==> config.mk <==
export PLATFORM = sky130hd
export DESIGN_NAME = jacobian_wb
export DESIGN_NICKNAME = d
export VERILOG_FILES = /design/src/jacobian_pkg.sv /design/src/jacobian_wb.sv
export SDC_FILE = /design/constraint.sdc
export NUM_CORES = 2
export LEC_CHECK = 0
export BUFFER_PORTS_ARGS = -buffer_cell sky130_fd_sc_hd__buf_2
export CORE_MARGIN = 3
export CORE_UTILIZATION = 60
export DETAILED_ROUTE_END_ITERATION = 16
export MAX_ROUTING_LAYER = met4
export PLACE_DENSITY = 0.78
export SYNTH_ARGS = -nofsm -noshare
export SYNTH_HDL_FRONTEND = slang
export SYNTH_SLANG_ARGS = --single-unit
==> constraint.sdc <==
create_clock -name clk -period 10.5 [get_ports clk]
set_clock_uncertainty 0.05 [all_clocks]
set_input_delay 0.525 -clock clk [delete_from_list [all_inputs] [get_ports clk]]
set_output_delay 0.525 -clock clk [all_outputs]
set_load 0.005 [all_outputs]
==> src/jacobian_pkg.sv <==
/* Matrix engine shared types */

package jacobian_pkg;

	localparam int ELEM_W = 9;
	localparam int PROD_W = 18;
	localparam int ACC_W = 20;	// Three products plus sign
	localparam int N_ELEM = 9;	// 3x3, fixed

	typedef logic signed [ELEM_W-1:0] elem_t;
	typedef logic signed [PROD_W-1:0] prod_t;
	typedef logic signed [ACC_W-1:0] acc_t;
	typedef logic [5:0] wb_adr_t;
	typedef logic [31:0] wb_dat_t;

	// Row-major, e00 in the top bits
	typedef struct packed {
		elem_t e00, e01, e02;
		elem_t e10, e11, e12;
		elem_t e20, e21, e22;
	} mat_t;

	typedef struct packed {
		acc_t r00, r01, r02;
		acc_t r10, r11, r12;
		acc_t r20, r21, r22;
	} res_t;

	typedef struct packed {
		logic cyc;
		logic stb;
		logic we;
		wb_adr_t adr;
		wb_dat_t dat;
	} wb_req_t;

	typedef enum logic {MODE_MATRIX = 1'b0, MODE_ELEMENT = 1'b1} job_mode_e;

	typedef enum logic [2:0] {IDLE, CLEAR, FEED, DRAIN, DONE} core_state_e;

	// Word addresses
	localparam wb_adr_t ADR_A = 6'h00;
	localparam wb_adr_t ADR_B = 6'h09;
	localparam wb_adr_t ADR_CTRL = 6'h12;
	localparam wb_adr_t ADR_STAT = 6'h13;
	localparam wb_adr_t ADR_RES = 6'h14;

endpackage

==> src/jacobian_wb.sv <==
/* Wishbone register slave */

module jacobian_wb (
	input logic clk,
	input logic reset,
	input jacobian_pkg::wb_req_t wb_req,
	output jacobian_pkg::wb_dat_t wb_dat_o,
	output logic wb_ack,
	input logic busy,
	input logic core_done,
	input jacobian_pkg::res_t core_result,
	output jacobian_pkg::mat_t mat_a,
	output jacobian_pkg::mat_t mat_b,
	output logic start,
	output jacobian_pkg::job_mode_e mode
);

	import jacobian_pkg::*;

	wb_adr_t adr;
	wb_adr_t idx_a, idx_b, idx_r;
	logic access;
	logic in_a, in_b, in_res;
	logic done_q;	// Sticky until status is read
	res_t res_q;
	wb_dat_t rd_data;

	assign adr = wb_req.adr;
	assign access = wb_req.cyc && wb_req.stb && !wb_ack;	// First cycle only

	assign in_a = (adr < ADR_B);
	assign in_b = (adr >= ADR_B) && (adr < ADR_CTRL);
	assign in_res = (adr >= ADR_RES) && (adr < ADR_RES + N_ELEM);
	assign idx_a = adr - ADR_A;
	assign idx_b = adr - ADR_B;
	assign idx_r = adr - ADR_RES;

	always_comb begin
		rd_data = '0;	// Unmapped reads
		if (in_a) begin
			rd_data = wb_dat_t'(elem_t'(mat_a[(N_ELEM-1-idx_a)*ELEM_W +: ELEM_W]));
		end else if (in_b) begin
			rd_data = wb_dat_t'(elem_t'(mat_b[(N_ELEM-1-idx_b)*ELEM_W +: ELEM_W]));
		end else if (in_res) begin
			rd_data = wb_dat_t'(acc_t'(res_q[(N_ELEM-1-idx_r)*ACC_W +: ACC_W]));
		end else if (adr == ADR_CTRL) begin
			rd_data = {30'd0, mode, 1'b0};
		end else if (adr == ADR_STAT) begin
			rd_data = {30'd0, done_q, busy};
		end
	end

	always_ff @(posedge clk) begin
		if (reset) begin
			wb_ack <= 1'b0;
			wb_dat_o <= '0;
			mat_a <= '0;
			mat_b <= '0;
			mode <= MODE_MATRIX;
			start <= 1'b0;
			done_q <= 1'b0;
			res_q <= '0;
		end else begin
			wb_ack <= access;
			start <= 1'b0;
			if (access && wb_req.we && !busy) begin	// Acked but dropped while busy
				if (in_a) mat_a[(N_ELEM-1-idx_a)*ELEM_W +: ELEM_W] <= wb_req.dat[ELEM_W-1:0];
				if (in_b) mat_b[(N_ELEM-1-idx_b)*ELEM_W +: ELEM_W] <= wb_req.dat[ELEM_W-1:0];
				if (adr == ADR_CTRL) begin
					mode <= job_mode_e'(wb_req.dat[1]);
					start <= wb_req.dat[0];
				end
			end
			if (access && !wb_req.we) begin
				wb_dat_o <= rd_data;
				if (adr == ADR_STAT) done_q <= 1'b0;
			end
			if (core_done) begin	// Set wins over a same-cycle clear
				done_q <= 1'b1;
				res_q <= core_result;
			end
		end
	end

	ack_in_cycle: assert property (@(posedge clk) disable iff (reset)
		wb_ack |-> (wb_req.cyc && wb_req.stb))
		else $error("ack outside a bus cycle");

endmodule

Word-level counts from Yosys, hierarchy flattened
Cells that the tools add are included.
- add/sub/neg operators: 7
- multiply operators: 3
- magnitude comparators: 5
- eq/ne operators: 2
- shifts and indexed selects: 7
- muxes and demuxes: 10
- bitwise gates (word level): 2
- reduce and logical (&&, ||, !) cells: 17
- operators by type and width (operator ; count):
    $shiftx A180 B33 Y20 ; 1
    $bwmux W81 ; 2
    $shift A9 B34 Y81 const A ; 2
    $shiftx A81 B33 Y9 ; 2
    $shiftx A9 B34 Y81 ; 2
    $mux W32 ; 3
    $neg A32 Y34 ; 2
    $mul A32 B3 Y30 const B ; 1
    $mul A7 B5 Y12 const B ; 2
    $sub A4 B6 Y7 const A ; 3
    $eq A6 B5 Y1 const B ; 2
    $lt A6 B5 Y1 const B ; 2
    $reduce_and A2 Y1 ; 4
    $logic_and A1 B1 Y1 ; 7
    $ge A6 B4 Y1 const B ; 1
    $ge A6 B5 Y1 const B ; 1
    $lt A6 B4 Y1 const B ; 1
    $sub A6 B4 Y6 const B ; 1
    $sub A6 B5 Y6 const B ; 1
    $mux W2 ; 2
    $reduce_bool A2 Y1 ; 2
    $logic_not A1 Y1 ; 3
    $mux W1 ; 3
    $reduce_or A3 Y1 ; 1
    $not A1 Y1 ; 2
- bits in registers: 378
- input bits: 225
- word-level logic and storage cells: 85

Logic depth before layout (Yosys ltp)
- depth after elaboration: 7
- mapped depth: 38
- mapped depth without buffers: 25

Least setup slack after synthesis
OpenSTA, ideal clock, no wires.
- path type: input-to-reg
- from: in wb_req[32] (netlist bit)
- to: reg mat_b[5] (netlist bit)
- library setup time: 0.116 ns
- arrival: 9.538 ns
- data required time: 10.334 ns
- path slack: 0.796 ns
- stages: 33
- buffers on the path: 12
- cell sequence: buf_6 inv_1 clkbuf_1 clkbuf_1 buf_1 clkbuf_1 buf_1 ha_1 buf_2 buf_4 buf_2 buf_2 buf_2 buf_2 nor2_1 nor2_1 inv_1 ha_1 ha_1 fa_1 xnor2_1 nand4_1 a2111o_1 a31oi_1 nand2_1 ha_1 or4b_2 nor4_1 nand3_1 a2111o_1 or3_1 a211o_1 o211a_1
- word-level cells in the longest chain between the ends: 6
- ends and longest elaborated chain (what ; line ; RTL):
    from (decl) ; jacobian_wb.sv:6 ; input jacobian_pkg::wb_req_t wb_req,
    $sub A6 B4 Y6 ; jacobian_wb.sv:35 ; assign idx_b = adr - ADR_B;
    $sub A4 B6 Y7 ; jacobian_wb.sv:68 ; if (in_b) mat_b[(N_ELEM-1-idx_b)*ELEM_W +: ELEM_W] <= wb_req.dat[ELEM_W-1:0];
    $mul A7 B5 Y12 ; jacobian_wb.sv:68 ;
    $neg A32 Y34 ; jacobian_wb.sv:68 ;
    $shiftx A9 B34 Y81 / $shift A9 B34 Y81 (equally long branches) ; jacobian_wb.sv:68 ;
    $bwmux W81 ; jacobian_wb.sv:68 ;
    to (signal, indexed assignment) ; jacobian_wb.sv:68 ;
    to (decl) ; jacobian_wb.sv:13 ; output jacobian_pkg::mat_t mat_b,
Several ways; a longest one is shown, not always the timed one.
A chain may end at the register's enable or synchronous reset.

Final worst setup path
- from: in wb_req[32] (netlist bit)
- to: reg mat_a[15] (netlist bit)
- word-level cells in the longest chain between the ends: 5
- ends and longest elaborated chain (what ; line ; RTL):
    $sub A4 B6 Y7 ; jacobian_wb.sv:67 ; if (in_a) mat_a[(N_ELEM-1-idx_a)*ELEM_W +: ELEM_W] <= wb_req.dat[ELEM_W-1:0];
    $mul A7 B5 Y12 ; jacobian_wb.sv:67 ;
    $neg A32 Y34 ; jacobian_wb.sv:67 ;
    $shiftx A9 B34 Y81 / $shift A9 B34 Y81 (equally long branches) ; jacobian_wb.sv:67 ;
    $bwmux W81 ; jacobian_wb.sv:67 ;
    to (signal, indexed assignment) ; jacobian_wb.sv:67 ;
    to (decl) ; jacobian_wb.sv:12 ; output jacobian_pkg::mat_t mat_a,
Several ways; a longest one is shown, not always the timed one.

==> impl_summary.md <==
Status
The run finished with clean final reports.

Placed design
Buffers placed on the I/O ports in this run total about 400. At the placement stage, the worst setup path has a slack of ~2 ns. The total instance count after detailed placement is approximately 4,700. The final weighted congestion in routability-driven placement is about 1.0.

After legalization and detailed placement, the total HPWL measured between 90,000 and 100,000 um.

Yosys
The most used flip-flop cell after synthesis is sky130_fd_sc_hd__dfxtp_1. The xor-xnor portion of the synthesized cell area is under 10%. After synthesis the cells add up to 33,200 um2.

Summing the areas of all compound-gate instances in the mapped netlist gives between 15 and 20% of the synthesized area. The Yosys step of the flow raised 0 warnings. The main combinational cell family by area after synthesis is multiplexers.

The register area share after synthesis is between 20% and 30%. The most common cell in the synthesized netlist is sky130_fd_sc_hd__nor2_1. The share of the synthesized area in the top cell type is 22.1%. The post-synthesis async set-or-reset flop share is 0%. Sorting the synthesized cells by area gives the leading types as sky130_fd_sc_hd__dfxtp_1 (22%), sky130_fd_sc_hd__mux4_2 (17%), sky130_fd_sc_hd__mux2i_1 (14%). The synthesized design contains 0 enable-type register cells. The commonest cells after synthesis are sky130_fd_sc_hd__nor2_1 (569), sky130_fd_sc_hd__mux2i_1 (453), sky130_fd_sc_hd__nand2_1 (370), sky130_fd_sc_hd__dfxtp_1 (366), sky130_fd_sc_hd__mux4_2 (251). The count of cell types in the netlist is approximately 100. In this run, synthesis produced a sequential element count of 366. The count of mapped cells out of synthesis is just under 4,000. A synthesized cell averages between 8 and 9 um2.

The fraction of the mapped netlist area in simple logic gates is between 10% and 20%. The arithmetic-cell share of the synthesized area counting full adders, half adders and majority gates is 2.10%. The multiplexer area fraction after synthesis is approximately 33%. The biggest area contributor in the post-synthesis netlist is sky130_fd_sc_hd__dfxtp_1. The net count after synthesis is approximately 4,200.

Power and ir drop
The maximum resistive drop on vdd is around 0.13 mV. Power spread over the standard cell area amounts to roughly 160 nW/um2. For this design the static power due to leakage is approximately 0.015 uW.

STA
After layout, the minimum clock period comes to ~8 ns. Once routing completed, OpenROAD measured the worst setup slack at roughly 2.3 ns. The number of max-slew violations in the final report came to 0. The slew of the pin with the lowest slew margin is 1.29 ns.

The final-layout setup total negative slack is 0 ns. The remaining max-slew budget at the tightest pin is roughly an eighth. The number of setup violations in the final report is 0.

Static timing analysis puts the maximum clock frequency at between 100 and 150 MHz. Setup repair after global routing left no endpoint under its margin. The share of the cycle needed by the critical path after routing is around four fifths. The number of hold violations in the final report is 0.

Clock network
The later pin in the worst-skew pair is clocked with a latency of ~0.6 ns. The post-cts sizing count is 0. The number of sinks handled by clock tree synthesis is 366. The clock tree from TritonCTS is yes. TritonCTS created 42 clock buffers. The H-tree generated during clock tree synthesis spans 2 levels. No sink is reached through more buffers than the 3 on the longest clock path.

Clock-pin slew was measured on the worst setup and hold paths at around 0.060 ns. The cell sitting at the root of the clock tree is a sky130_fd_sc_hd__clkbuf_16. The buffer count from post-CTS setup fixing is 0. The number of hold buffers added after CTS was 0.

Route
The remaining routing DRC violations is 0. The detail route stage leaves a number of antenna-violating nets equal to 0. The pre-antenna-repair detailed-routing pass consisted of 7 iterations.

The final wirelength is around 130,000 um. In the final routed layout, each cell accounts on average for approximately 28 um. In this run, the number of DRC markers left after iteration 0 of detailed routing was 5,360.

The vias after detailed routing is about 35,000. After detailed routing, the number of vias per cell comes to 7.33.

Floorplanning
approximately 420 I/O pins were placed. The full die area is around 58,000 um2. Measured along the x axis, the die boundary spans ~240 um. The die outline height is between 200 and 250 um. The core footprint is 54,200 um2. The initial standard-cell utilization of the core is 61.2%.

The floorplan row count is 85.

Layout
In the final layout, the share of cells above drive strength 1 is a little under a quarter. Fill cells in the final layout number about 4,600. Compared with the post-synthesis result, the final layout area differs by 10.6%. The multi-input combinational cells in the finished layout cover a total of approximately 24,000 um2. Summing all flip-flop and latch instances after layout gives about 7300 um2. The count of placed standard cells in the final layout, fillers left out is around 4,800. The number of nets in the final layout is approximately 4,300.

Critical path
The count of cell instances traversed by the critical path is 22. The critical path is of the in2reg type. For the worst flop-to-flop path, the logic depth is 10. The top fanout value on the critical path is 50.

The data required time at the worst endpoint is approximately 11 ns. The endpoint arrival time on the critical path is approximately 8.6 ns. In this design, the critical path's most frequently occurring cell is sky130_fd_sc_hd__ha_1.

In this design, the stage delay of the slowest critical-path cell is around 0.84 ns. The kind of cell adding the most delay to the critical path is compound AO/OA/AOI/OAI gates. The type of element capturing the critical path is a flip-flop. Together, buffers and inverters on the worst path number 4. Walking the worst path, the cells encountered are buf_8 > inv_4 > ha_4 > buf_4 > ha_1 > ha_1 > fa_1 > a21o_1 > a21oi_1 > xnor2_2 > buf_4 > nor4_1 > nand3_1 > ha_1 > nand4b_1 > nor2_1 > o2111ai_1 > a21oi_1 > o221ai_1 > o21ai_0 > o31a_1 > nor2_1.

The startpoint kind of the worst setup timing path is a primary input. Among all stages on the critical path, the largest delay is contributed by sky130_fd_sc_hd__a21oi_1.

Global route
After global routing the overflow that remains totals 0. The pin count of the biggest net entering global routing is 156. The via count of the first global-routing pass is around 31,000. The wire length of the first global-routing pass is 198,000 um.

The number of antenna violations at the first check in global routing is 5. Global routing consumed, over all layers together, 45.7% of the routing resources.

Job
The max-cap violation count is 0.

Min path
In this run the worst hold path is classified as in2reg. The number of cells on the worst hold path is 3.
-- stage by stage --
stage | util, % | power (uW) | area [um2] | hold WS (ns)
after floorplan | - | 3210 | 33200 | 0.406
after global placement | 64.9 | 3970 | 35200 | 0.424
after detailed placement | 64.9 | 3980 | 35200 | 0.436
after CTS | 67.6 | 5570 | 36700 | 0.0985
after global routing | 67.7 | 5870 | 36700 | 0.119
final | 67.7 | 5700 | 36700 | 0.114
-- power breakdown --
part	leakage, uW	internal [uW]	switching, uW
Sequential	0.00299	1430	68.4
Clock	0.000713	936	671
Combinational	0.0111	810	1780
-- path summary, 6_finish.rpt --
kind | startpoint | end | slack, ns
worst max-delay path | wb_req[32] | mat_a[15] | 2.29
worst min register to register | done_q | done_q | 0.46
worst max register to register | mat_b[24] | wb_dat_o[14] | 6.31
worst min-delay path | core_result[8] | res_q[8] | 0.11
-- flip-flops by register name, indices dropped and copies added, names as in the netlist --
| register | flops |
|---|---|
| mat_a | 81 |
| wb_dat_o | 20 |
| mode | 1 |
| start | 1 |
| res_q | 180 |
| wb_ack | 1 |
| mat_b | 81 |
| done_q | 1 |
-- worst min-delay path: cells and delay by family --
family | cells | cell delay (ns)
and+or+nand+nor | 1 | 0.07
muxes | 1 | 0.05
buffers and inverters | 1 | 0.07
-- layer usage --
layer | part of all wire (%) | wire [um] | vias up | global-route usage, %
met5 | 0 | 0 | - | -
met4 | 6.0 | 8060 | 0 | 21.3
met3 | 15 | 20500 | 579 | 16.0
met2 | 41 | 55000 | 2893 | 63.0
met1 | 37 | 50000 | 16600 | 60.0
li1 | - | - | 15100 | -
-- cell families after synthesis --
logic type,after synthesis
AO/OA/AOI/OAI,865
XOR/XNOR,56
adder cells (fa/ha/maj),54
buffers and inverters,394
flip-flops,366
multiplexers,763
AND/OR/NAND/NOR,1409
-- cell type report --
| cell class | count | share of cell area [%] |
|---|---|---|
| diodes | 6 | 0.0409 |
| clock buffers | 52 | 3.13 |
| clock inverters | 24 | 0.907 |
| inverters | 32 | 0.341 |
| multi-input cells | 3147 | 66.1 |
| flip-flops and latches | 366 | 20.0 |
| well taps | 696 | 2.37 |
| repair buffers | 473 | 7.15 |
-- cells in the final DEF (no fill, tap or decap), types with 23 or more instances in the layout --
cell type                   instances
sky130_fd_sc_hd__a21oi_1          224
sky130_fd_sc_hd__xnor2_1           29
sky130_fd_sc_hd__nand4_1           43
sky130_fd_sc_hd__mux2i_1          453
sky130_fd_sc_hd__buf_4             72
sky130_fd_sc_hd__nand3_1          147
sky130_fd_sc_hd__mux4_2           251
sky130_fd_sc_hd__o22ai_1           54
sky130_fd_sc_hd__a31o_2            23
sky130_fd_sc_hd__ha_1              48
sky130_fd_sc_hd__o211ai_1          32
sky130_fd_sc_hd__o21ai_0          170
sky130_fd_sc_hd__nor4_1            23
sky130_fd_sc_hd__nor2_1           566
sky130_fd_sc_hd__o221ai_1          24
sky130_fd_sc_hd__mux2_2            58
sky130_fd_sc_hd__inv_1             26
sky130_fd_sc_hd__buf_2            395
sky130_fd_sc_hd__nand2_1          369
sky130_fd_sc_hd__nor3_1           115
sky130_fd_sc_hd__nor2b_1           24
sky130_fd_sc_hd__clkbuf_16         42
sky130_fd_sc_hd__and3_1            26
sky130_fd_sc_hd__a211oi_1          51
sky130_fd_sc_hd__a31oi_1           42
sky130_fd_sc_hd__dfxtp_1          366
Note: power is estimated with default switching activity, not from simulation.
